<file path="src/rtl/rvIsaPkg.sv">
`default_nettype none

package rvIsaPkg;

    // Major opcodes ----------------------------
    localparam logic [6:0] OpImm   = 7'b0010011;  // Register-immediate ALU
    localparam logic [6:0] OpReg   = 7'b0110011;  // Register-register ALU
    localparam logic [6:0] OpLoad  = 7'b0000011;
    localparam logic [6:0] OpStore = 7'b0100011;

    // ALU funct3, shared by the imm and reg groups
    localparam logic [2:0] F3Add  = 3'b000;  // ADD, SUB, ADDI
    localparam logic [2:0] F3Sll  = 3'b001;
    localparam logic [2:0] F3Slt  = 3'b010;
    localparam logic [2:0] F3Sltu = 3'b011;
    localparam logic [2:0] F3Xor  = 3'b100;
    localparam logic [2:0] F3Srl  = 3'b101;  // SRA when funct7 bit 5 set
    localparam logic [2:0] F3Or   = 3'b110;
    localparam logic [2:0] F3And  = 3'b111;

    // Load widths
    localparam logic [2:0] F3Lb  = 3'b000;
    localparam logic [2:0] F3Lh  = 3'b001;
    localparam logic [2:0] F3Lw  = 3'b010;
    localparam logic [2:0] F3Lbu = 3'b100;
    localparam logic [2:0] F3Lhu = 3'b101;

    // Store widths
    localparam logic [2:0] F3Sb = 3'b000;
    localparam logic [2:0] F3Sh = 3'b001;
    localparam logic [2:0] F3Sw = 3'b010;

    // Instruction word views ----------------------
    typedef struct packed {
        logic [6:0] funct7;
        logic [4:0] rs2;
        logic [4:0] rs1;
        logic [2:0] funct3;
        logic [4:0] rd;
        logic [6:0] opcode;
    } rType_t;

    typedef struct packed {
        logic [11:0] imm;     // Also holds shamt and funct7 for shifts
        logic [4:0]  rs1;
        logic [2:0]  funct3;
        logic [4:0]  rd;
        logic [6:0]  opcode;
    } iType_t;

    typedef struct packed {
        logic [6:0] immHi;    // imm[11:5]
        logic [4:0] rs2;
        logic [4:0] rs1;
        logic [2:0] funct3;
        logic [4:0] immLo;    // imm[4:0]
        logic [6:0] opcode;
    } sType_t;

    typedef union packed {
        rType_t r;
        iType_t i;
        sType_t s;
    } rvInstr_u;

    typedef enum logic [3:0] {
        AluAdd, AluSub, AluSll, AluSlt, AluSltu,
        AluXor, AluSrl, AluSra, AluOr, AluAnd
    } aluFn_e;

    typedef enum logic [2:0] {
        LdByte, LdHalf, LdWord, LdByteU, LdHalfU
    } loadMode_e;

endpackage

`default_nettype wire

</file>
<file path="src/rtl/rvPipePkg.sv">
`default_nettype none

package rvPipePkg;

    localparam int Xlen     = 32;
    localparam int RegAddrW = 5;
    localparam int ByteEnW  = 4;

    // Store lane patterns, low lanes only
    localparam logic [ByteEnW-1:0] BeByte = 4'b0001;
    localparam logic [ByteEnW-1:0] BeHalf = 4'b0011;
    localparam logic [ByteEnW-1:0] BeWord = 4'b1111;

    typedef logic [Xlen-1:0]     word_t;
    typedef logic [RegAddrW-1:0] regAddr_t;

    // Stage registers ----------------------------
    typedef struct packed {
        logic                 regWrite;
        logic                 memRead;
        logic                 memWrite;
        logic                 memToReg;   // Load data to rd
        logic                 aluSrcImm;  // Operand B from imm
        rvIsaPkg::aluFn_e     aluFn;
        rvIsaPkg::loadMode_e  loadMode;
        logic [ByteEnW-1:0]   byteEn;
        regAddr_t             rs1;
        regAddr_t             rs2;
        regAddr_t             rd;
        word_t                rs1Data;
        word_t                rs2Data;
        word_t                imm;
    } idEx_t;

    typedef struct packed {
        logic                 regWrite;
        logic                 memRead;
        logic                 memWrite;
        logic                 memToReg;
        rvIsaPkg::loadMode_e  loadMode;
        logic [ByteEnW-1:0]   byteEn;
        regAddr_t             rd;
        word_t                aluOut;     // Result or memory address
        word_t                storeData;  // Forwarded rs2
    } exMem_t;

    typedef struct packed {
        logic     regWrite;
        regAddr_t rd;
        word_t    data;
    } wbBus_t;

    // Data memory port
    typedef struct packed {
        logic               wen;
        logic [ByteEnW-1:0] byteEn;
        word_t              addr;
        word_t              wdata;
    } dmemReq_t;

endpackage

`default_nettype wire

</file>
<file path="src/rtl/rvRegFile.sv">
`timescale 1ns/1ps
`default_nettype none

module rvRegFile (
    input  logic                clk,
    input  logic                rst_n,
    input  rvPipePkg::regAddr_t rs1Addr,
    input  rvPipePkg::regAddr_t rs2Addr,
    input  rvPipePkg::wbBus_t   wb,
    output rvPipePkg::word_t    rs1Data,
    output rvPipePkg::word_t    rs2Data
);
    import rvPipePkg::*;

    word_t regs [2**RegAddrW];
    logic  wrEn;

    assign wrEn = wb.regWrite && (wb.rd != '0);  // x0 never written

    always_ff @(posedge clk or negedge rst_n) begin
        if (!rst_n) begin
            for (int i = 0; i < 2**RegAddrW; i++) begin
                regs[i] <= '0;
            end
        end else if (wrEn) begin
            regs[wb.rd] <= wb.data;
        end
    end

    // Reads see a write landing this cycle
    assign rs1Data = (rs1Addr == '0) ? '0 :
                     (wrEn && wb.rd == rs1Addr) ? wb.data : regs[rs1Addr];
    assign rs2Data = (rs2Addr == '0) ? '0 :
                     (wrEn && wb.rd == rs2Addr) ? wb.data : regs[rs2Addr];

endmodule

`default_nettype wire

</file>
<file path="src/rtl/rvDecode.sv">
`timescale 1ns/1ps
`default_nettype none

module rvDecode (
    input  logic               clk,
    input  logic               rst_n,
    input  rvIsaPkg::rvInstr_u instr,
    input  rvPipePkg::wbBus_t  wb,
    output rvPipePkg::idEx_t   idEx
);
    import rvIsaPkg::*;
    import rvPipePkg::*;

    idEx_t idNext;
    word_t rs1Data;
    word_t rs2Data;

    // funct3 plus the alternate bit to ALU function
    function automatic aluFn_e aluFnFor(logic [2:0] funct3, logic alt);
        case (funct3)
            F3Add:   return alt ? AluSub : AluAdd;
            F3Sll:   return AluSll;
            F3Slt:   return AluSlt;
            F3Sltu:  return AluSltu;
            F3Xor:   return AluXor;
            F3Srl:   return alt ? AluSra : AluSrl;
            F3Or:    return AluOr;
            F3And:   return AluAnd;
            default: return AluAdd;
        endcase
    endfunction

    rvRegFile regFile (
        .clk     (clk),
        .rst_n   (rst_n),
        .rs1Addr (instr.r.rs1),
        .rs2Addr (instr.r.rs2),
        .wb      (wb),
        .rs1Data (rs1Data),
        .rs2Data (rs2Data)
    );

    // Control decode ------------------------------
    always_comb begin
        idNext          = '0;                 // Unknown opcodes write nothing
        idNext.aluFn    = AluAdd;             // Address add for loads and stores
        idNext.loadMode = LdWord;
        idNext.rs1      = instr.r.rs1;
        idNext.rs2      = instr.r.rs2;
        idNext.rd       = instr.r.rd;
        idNext.rs1Data  = rs1Data;
        idNext.rs2Data  = rs2Data;
        idNext.imm      = {{(Xlen-12){instr.i.imm[11]}}, instr.i.imm};

        case (instr.r.opcode)
            OpImm: begin
                idNext.regWrite  = 1'b1;
                idNext.aluSrcImm = 1'b1;
                // Bit 30 is immediate except for SRAI
                idNext.aluFn = aluFnFor(instr.i.funct3,
                                        instr.r.funct7[5] && instr.i.funct3 == F3Srl);
            end
            OpReg: begin
                idNext.regWrite = 1'b1;
                idNext.aluFn    = aluFnFor(instr.r.funct3, instr.r.funct7[5]);
            end
            OpLoad: begin
                idNext.regWrite  = 1'b1;
                idNext.memRead   = 1'b1;
                idNext.memToReg  = 1'b1;
                idNext.aluSrcImm = 1'b1;
                case (instr.i.funct3)
                    F3Lb:    idNext.loadMode = LdByte;
                    F3Lh:    idNext.loadMode = LdHalf;
                    F3Lw:    idNext.loadMode = LdWord;
                    F3Lbu:   idNext.loadMode = LdByteU;
                    F3Lhu:   idNext.loadMode = LdHalfU;
                    default: idNext.loadMode = LdWord;
                endcase
            end
            OpStore: begin
                idNext.memWrite  = 1'b1;
                idNext.aluSrcImm = 1'b1;
                idNext.imm = {{(Xlen-12){instr.s.immHi[6]}}, instr.s.immHi, instr.s.immLo};
                case (instr.s.funct3)
                    F3Sb:    idNext.byteEn = BeByte;
                    F3Sh:    idNext.byteEn = BeHalf;
                    F3Sw:    idNext.byteEn = BeWord;
                    default: idNext.memWrite = 1'b0;  // No lanes, no write
                endcase
            end
            default: ;
        endcase
    end

    // ID/EX register
    always_ff @(posedge clk or negedge rst_n) begin
        if (!rst_n) begin
            idEx <= '0;
        end else begin
            idEx <= idNext;
        end
    end

endmodule

`default_nettype wire

</file>
<file path="src/rtl/rvExecute.sv">
`timescale 1ns/1ps
`default_nettype none

module rvExecute (
    input  logic              clk,
    input  logic              rst_n,
    input  rvPipePkg::idEx_t  idEx,
    input  rvPipePkg::wbBus_t wb,
    output rvPipePkg::exMem_t exMem
);
    import rvIsaPkg::*;
    import rvPipePkg::*;

    word_t                    opA;
    word_t                    opB;
    word_t                    rs2Fwd;     // Also the store data
    word_t                    aluOut;
    logic [$clog2(Xlen)-1:0]  shAmt;
    exMem_t                   exNext;

    // Newest producer wins, x0 never forwarded
    function automatic word_t fwdOperand(regAddr_t rs, word_t regVal,
                                         exMem_t exMemQ, wbBus_t wbQ);
        if (exMemQ.regWrite && exMemQ.rd != '0 && exMemQ.rd == rs) begin
            return exMemQ.aluOut;
        end
        if (wbQ.regWrite && wbQ.rd != '0 && wbQ.rd == rs) begin
            return wbQ.data;
        end
        return regVal;
    endfunction

    // Operand select ------------------------------
    assign opA    = fwdOperand(idEx.rs1, idEx.rs1Data, exMem, wb);
    assign rs2Fwd = fwdOperand(idEx.rs2, idEx.rs2Data, exMem, wb);
    assign opB    = idEx.aluSrcImm ? idEx.imm : rs2Fwd;
    assign shAmt  = opB[$clog2(Xlen)-1:0];  // Low five bits only

    // ALU -----------------------------------------
    always_comb begin
        case (idEx.aluFn)
            AluAdd:  aluOut = opA + opB;
            AluSub:  aluOut = opA - opB;
            AluSll:  aluOut = opA << shAmt;
            AluSlt:  aluOut = word_t'($signed(opA) < $signed(opB));
            AluSltu: aluOut = word_t'(opA < opB);  // Unsigned compare
            AluXor:  aluOut = opA ^ opB;
            AluSrl:  aluOut = opA >> shAmt;
            AluSra:  aluOut = word_t'($signed(opA) >>> shAmt);
            AluOr:   aluOut = opA | opB;
            AluAnd:  aluOut = opA & opB;
            default: aluOut = '0;
        endcase
    end

    always_comb begin
        exNext.regWrite  = idEx.regWrite;
        exNext.memRead   = idEx.memRead;
        exNext.memWrite  = idEx.memWrite;
        exNext.memToReg  = idEx.memToReg;
        exNext.loadMode  = idEx.loadMode;
        exNext.byteEn    = idEx.byteEn;
        exNext.rd        = idEx.rd;
        exNext.aluOut    = aluOut;
        exNext.storeData = rs2Fwd;
    end

    // EX/MEM register
    always_ff @(posedge clk or negedge rst_n) begin
        if (!rst_n) begin
            exMem <= '0;
        end else begin
            exMem <= exNext;
        end
    end

endmodule

`default_nettype wire

</file>
<file path="src/rtl/rvMemAccess.sv">
`timescale 1ns/1ps
`default_nettype none

module rvMemAccess (
    input  logic                clk,
    input  logic                rst_n,
    input  rvPipePkg::exMem_t   exMem,
    input  rvPipePkg::word_t    dmemRData,
    output rvPipePkg::dmemReq_t dmemReq,
    output rvPipePkg::wbBus_t   wb
);
    import rvIsaPkg::*;
    import rvPipePkg::*;

    typedef struct packed {
        logic     regWrite;
        logic     memToReg;
        regAddr_t rd;
        word_t    aluOut;
        word_t    loadData;
    } memWb_t;

    memWb_t memWb;
    word_t  loadData;

    assign dmemReq = '{wen: exMem.memWrite, byteEn: exMem.byteEn,
                       addr: exMem.aluOut, wdata: exMem.storeData};

    // Load extension from the low lanes
    always_comb begin
        case (exMem.loadMode)
            LdByte:  loadData = {{(Xlen-8){dmemRData[7]}}, dmemRData[7:0]};
            LdHalf:  loadData = {{(Xlen-16){dmemRData[15]}}, dmemRData[15:0]};
            LdByteU: loadData = {{(Xlen-8){1'b0}}, dmemRData[7:0]};
            LdHalfU: loadData = {{(Xlen-16){1'b0}}, dmemRData[15:0]};
            default: loadData = dmemRData;  // LW
        endcase
    end

    // MEM/WB register
    always_ff @(posedge clk or negedge rst_n) begin
        if (!rst_n) begin
            memWb <= '0;
        end else begin
            memWb.regWrite <= exMem.regWrite;
            memWb.memToReg <= exMem.memToReg;
            memWb.rd       <= exMem.rd;
            memWb.aluOut   <= exMem.aluOut;
            if (exMem.memRead) memWb.loadData <= loadData;  // Hold otherwise
        end
    end

    assign wb = '{regWrite: memWb.regWrite, rd: memWb.rd,
                  data: memWb.memToReg ? memWb.loadData : memWb.aluOut};

endmodule

`default_nettype wire

</file>
<file path="src/rtl/rvCore.sv">
`timescale 1ns/1ps
`default_nettype none

module rvCore (
    input  logic                clk,
    input  logic                rst_n,
    output rvPipePkg::word_t    imemAddr,
    input  rvIsaPkg::rvInstr_u  imemInsn,   // Same-cycle ROM answer
    output rvPipePkg::dmemReq_t dmemReq,
    input  rvPipePkg::word_t    dmemRData   // Same-cycle read data
);
    import rvIsaPkg::*;
    import rvPipePkg::*;

    word_t    pc;
    rvInstr_u ifId;
    idEx_t    idEx;
    exMem_t   exMem;
    wbBus_t   wb;

    // Fetch ---------------------------------------
    always_ff @(posedge clk or negedge rst_n) begin
        if (!rst_n) begin
            pc <= '0;
        end else begin
            pc <= pc + word_t'(4);  // No branches, straight-line fetch
        end
    end

    assign imemAddr = pc;

    // IF/ID, cleared to an opcode that writes nothing
    always_ff @(posedge clk or negedge rst_n) begin
        if (!rst_n) begin
            ifId <= '0;
        end else begin
            ifId <= imemInsn;
        end
    end

    // Stages --------------------------------------
    rvDecode decode (
        .clk   (clk),
        .rst_n (rst_n),
        .instr (ifId),
        .wb    (wb),
        .idEx  (idEx)
    );

    rvExecute execute (
        .clk   (clk),
        .rst_n (rst_n),
        .idEx  (idEx),
        .wb    (wb),     // MEM/WB forwarding
        .exMem (exMem)
    );

    rvMemAccess memAccess (
        .clk       (clk),
        .rst_n     (rst_n),
        .exMem     (exMem),
        .dmemRData (dmemRData),
        .dmemReq   (dmemReq),
        .wb        (wb)
    );

endmodule

`default_nettype wire

</file>
<file path="config.mk">
export PLATFORM = sky130hd
export DESIGN_NAME = rvCore
export DESIGN_NICKNAME = d
export VERILOG_FILES = /design/src/rtl/rvIsaPkg.sv /design/src/rtl/rvPipePkg.sv /design/src/rtl/rvRegFile.sv /design/src/rtl/rvDecode.sv /design/src/rtl/rvExecute.sv /design/src/rtl/rvMemAccess.sv /design/src/rtl/rvCore.sv
export SDC_FILE = /design/constraint.sdc
export NUM_CORES = 2
export LEC_CHECK = 0
export ABC_AREA = 1
export CAP_MARGIN = 20
export CORE_UTILIZATION = 47
export CTS_CLUSTER_DIAMETER = 200
export DETAILED_ROUTE_END_ITERATION = 6
export DONT_BUFFER_PORTS = 1
export SYNTH_ARGS = -nofsm -noshare
export SYNTH_HDL_FRONTEND = slang
export SYNTH_HIERARCHICAL = 1
export SYNTH_SLANG_ARGS = --single-unit
</file>
<file path="constraint.sdc">
create_clock -name clk -period 4.6 [get_ports clk]
set_input_delay 0.46 -clock clk [delete_from_list [all_inputs] [get_ports clk]]
set_output_delay 0.46 -clock clk [all_outputs]
set_load 0.1 [all_outputs]
</file>
==> impl_summary.md <==
Worst setup path
The worst setup path is launched from a flop. Broken down by cell family, the worst path's largest delay share belongs to compound AO/OA/AOI/OAI gates. The critical path goes through xor2_1 -> nor2_2 -> nand3b_4 -> buf_4 -> buf_4 -> o21ai_0 -> o21ai_0 -> buf_4 -> o21ai_0 -> inv_1 -> ha_1 -> inv_1 -> nand3_1 -> nor4_1 -> buf_4 -> a221oi_1 -> nand2_1 -> xor2_1 -> nor2_1 -> nor2_1 -> nand3_1.

Counting stages on the worst path, the most repeated cell is buf_4. The worst register-to-register path begins at execute/exMem[67]$_DFF_PN0_. The class of the most critical setup path is flop to flop. The slowest cell on the critical path is o21ai_0. STA puts the critical path data required time at 5270 ps. The endpoint identified for the worst register-to-register timing path is execute/exMem[32]$_DFF_PN0_. Measured in cells, the most critical reg-to-reg path has a length of 21. Of all nets on the critical path, the largest fanout is 11. In this run the register-to-register setup slack is 170 ps. The arrival time reported for the critical path endpoint is 5100 ps. The endpoint type of the worst setup path is a flop.

Together, buffers and inverters on the worst path number 6. The worst stage delay on the critical path is 560 ps.

Synthesis
Sequential cells were found to cover 41.78% of the synthesized design area. After synthesis, the cell types taking the most area are dfrtp_1 (42%), nand2_1 (16%), nand3_1 (9.3%). The most common cell in the netlist is nand2_1.

The primary flip-flop cell chosen by synthesis mapping is dfrtp_1. The count of flip-flops with a built-in enable after synthesis is 0. The area fraction of the dominant cell type after synthesis is 41.78%. After technology mapping, the gate count stands at 11521.

The synthesized flop and latch total is 1341. In this run, distinct cell masters in the synthesized netlist total 63. The fraction of synthesis flops using an asynchronous set or reset pin is 100.0%. The Yosys warning count is 6. In this run the cell area of the synthesized design comes to 80320 µm². The post-synthesis area per instance is 6.972 µm². The biggest area consumer among synthesized cells is dfrtp_1. Ranked by instance count, the synthesized netlist is headed by nand2_1 (3512), nand3_1 (1500), o21ai_0 (1423), dfrtp_1 (1341), inv_1 (881).

Timing
For the final routed database, the setup TNS stands at 0 ps. The worst relative slew slack is 19.74%. The max-slew violation count is 0.

The share of the clock period used by the worst path is 96.27%. For the pin with the worst max-slew slack, the measured transition is 1204 ps. Setup violations remaining at the end of the flow were counted as 0.

The minimum period implied by the final worst setup slack is 4428 ps. The tightest hold margin is 104.3 ps. The maximum clock rate is 225.8 MHz. The total count of hold-check failures in the final report is 0. The final worst clock skew is 25.57 ps. Setup repair after global routing left no endpoint under its margin.

Global routing
Entering global routing, the biggest net connects 183 pins. The wire length of the first global-routing pass is 517800 µm. The number of antenna violations at the first check in global routing is 16. For this run the aggregate overflow at the end of global routing stands at 0. The number of global-route vias before repair is 75395. Global routing used 40.18% of the available tracks.

Floorplan
Pin placement for this block handled 167 I/O pins. The initial utilization of the core area, before any placement, comes to 47.39%. The region available for standard cell placement spans 169500 µm². The floorplan has 151 rows. The die covers 172500 µm².

The die is 415.4 µm tall. The die is 415.4 µm wide.

CTS
The master cell of the clock root buffer is clkbuf_16. CTS built an H-tree with a depth of 4. The later pin in the worst-skew pair is clocked with a latency of 830 ps. Counting along the longest clock path gives a buffer depth of 3.

The total clock buffers created by CTS is 158. The number of sinks handled by clock tree synthesis is 1341. The clock tree from TritonCTS is built.

Clock-pin slew was measured on the worst setup and hold paths at 60 ps.

Power
The register share of total power is 38.0%. IR analysis of the VDD net gives a maximum drop of 0.3927 mV. The total internal power is 0.02195 W. Power spread over the standard cell area amounts to 396.0 nW/µm². Per report_power, the clock group accounts for 35.8% of the total. Summed over all cells, the static leakage comes to 42.34 nW.

The power share of the combinational group is 26.2%. The power spent charging and discharging nets is 0.01330 W. The switching share of power is 37.73%. The total power is 0.03525 W.

Routing
After detailed routing, the total wire length is 353300 µm. After detailed routing, the average wire length per cell comes to 25.95 µm. The total vias in the final route is 81603. The residual antenna-violating net count after detailed routing is 0. After detailed routing, the number of remaining DRC violations is 0. The number of DRC markers in iteration 0 is 10839. Dividing the detail-routed via count by the number of cells gives 5.995. For this run, the detailed router's first-pass iteration total came to 7.

Min path
The min-delay analysis places its worst path in the category primary input to flop. The worst hold path was traced through 4 stages. The worst-case hold path end point is memAccess/memWb[19]$_DFFE_PN0P_. The startpoint identified for the worst hold timing path is dmemRData[19].

Placed design
After detailed placement, the design holds a cell count of 13250. Summed over all nets, the half-perimeter wirelength after detailed placement is 228700 µm. During placement, the flow inserted port buffers numbering 0. At the end of routability-driven placement, the weighted congestion stood at 1.035.

Finish
Fill cells in the final layout number 16647. The final net count is 11427. The relative area change from synthesis to final layout is 10.81%. The utilization after layout is 52.52%.

The share of post-route cells with drive strength above 1 is 9.152%. The post-layout instance count excluding filler cells is 13611.

Run status
The run finished with clean final reports.

Job
Across the run, the number of max-cap violations was 0.
[worst max path at each step]
stage / start / endpoint / slack (ps) / depth (start not counted)
after floorplan: memAccess/wb[32]$_DFF_PN0_ / execute/exMem[54]$_DFF_PN0_ / 690 / 27
after global placement: memAccess/wb[32]$_DFF_PN0_ / execute/exMem[50]$_DFF_PN0_ / 180 / 23
after detailed placement: execute/exMem[65]$_DFF_PN0_ / execute/exMem[63]$_DFF_PN0_ / 130 / 24
after CTS: memAccess/wb[36]$_DFF_PN0_ / execute/exMem[50]$_DFF_PN0_ / 90 / 22
after global routing: execute/exMem[64]$_DFF_PN0_ / execute/exMem[32]$_DFF_PN0_ / 4 / 22
final: execute/exMem[67]$_DFF_PN0_ / execute/exMem[32]$_DFF_PN0_ / 170 / 21
[logic make-up (layout without fill, tap and decap cells)]
kind of cell             after synthesis  in the layout  share of synthesized area (%)
adder cells (fa/ha/maj)              102            102                          1.608
AND/OR/NAND/NOR                     5846           5847                          30.75
multiplexers                          24             24                         0.3365
XOR/XNOR                              50             50                         0.5546
other                                  1             10                       0.004669
flip-flops                          1341           1341                          41.78
AO/OA/AOI/OAI                       2277           2277                          15.18
buffers and inverters               1880           1742                          9.786
[layout by cell type (no fill, tap or decap), types with 97 or more instances in the layout]
cell type and n:
buf_4 424, nand3_1 1497, nand2_1 3486, inv_1 877, o211ai_1 212, clkbuf_16 160, o21ai_0 1408, a21oi_1 419
dfrtp_1 1329, ha_1 97, o21ai_1 129, or2_2 99, nor2_1 571
[worst min-delay path: stages]
cell	delay, ps
nand3_1	60
nand2_1	60
nor2_1	170
nor2_1	130
[registers in the layout, indices dropped and copies added (netlist names)]
signal and cells:
memAccess/wb 6, decode/idEx 104, imemAddr 30, ifId 32
memAccess/memWb 65, decode/regFile/regs 1024, execute/exMem 80
[final cells by class]
type | instances | area (µm²) | share of cell area, %
Sequential cell | 1341 | 33590 | 37.74
Timing Repair Buffer | 539 | 4860 | 5.460
Multi-Input combinational cell | 8302 | 39160 | 43.99
Antenna cell | 8 | 20.02 | 0.02249
Tap cell | 2218 | 2775 | 3.118
Inverter | 917 | 3473 | 3.902
Clock inverter | 52 | 515.5 | 0.5792
Clock buffer | 234 | 4612 | 5.182
[layer usage]
layer / share of wire, % / wire [µm] / track usage, % / vias up
li1: - / - / - / 36786
met1: 41 / 146600 / 55.97 / 39412
met2: 43 / 153100 / 59.98 / 4491
met3: 9.7 / 34310 / 7.398 / 904
met4: 5.4 / 19240 / 19.58 / 10
met5: 0.020 / 69 / 0 / -
[metrics by stage]
stage                     area [µm²]  setup WS (ps)
after floorplan                80320          694.7
after detailed placement       83080          126.5
final                          89000          171.7
after global routing           88990          4.443
after CTS                      88850          88.01
after global placement         83060          182.3
[power by group through the flow]
stage               registers (W)  clock network, W  logic, W
floorplan                  0.0129                 0   0.00567
global placement           0.0136                 0   0.00891
detailed placement         0.0135                 0   0.00892
CTS                        0.0133            0.0128   0.00900
global route               0.0134            0.0132   0.00979
finish                     0.0134            0.0126   0.00924
[what timing repair did]
item                       CTS  global route
gates resized for setup      0            43
hold buffers                64             0
hold endpoints to repair   154             0
buffers inserted             0             1
setup endpoints to repair    0            14
(Power assumes the default switching activity.)
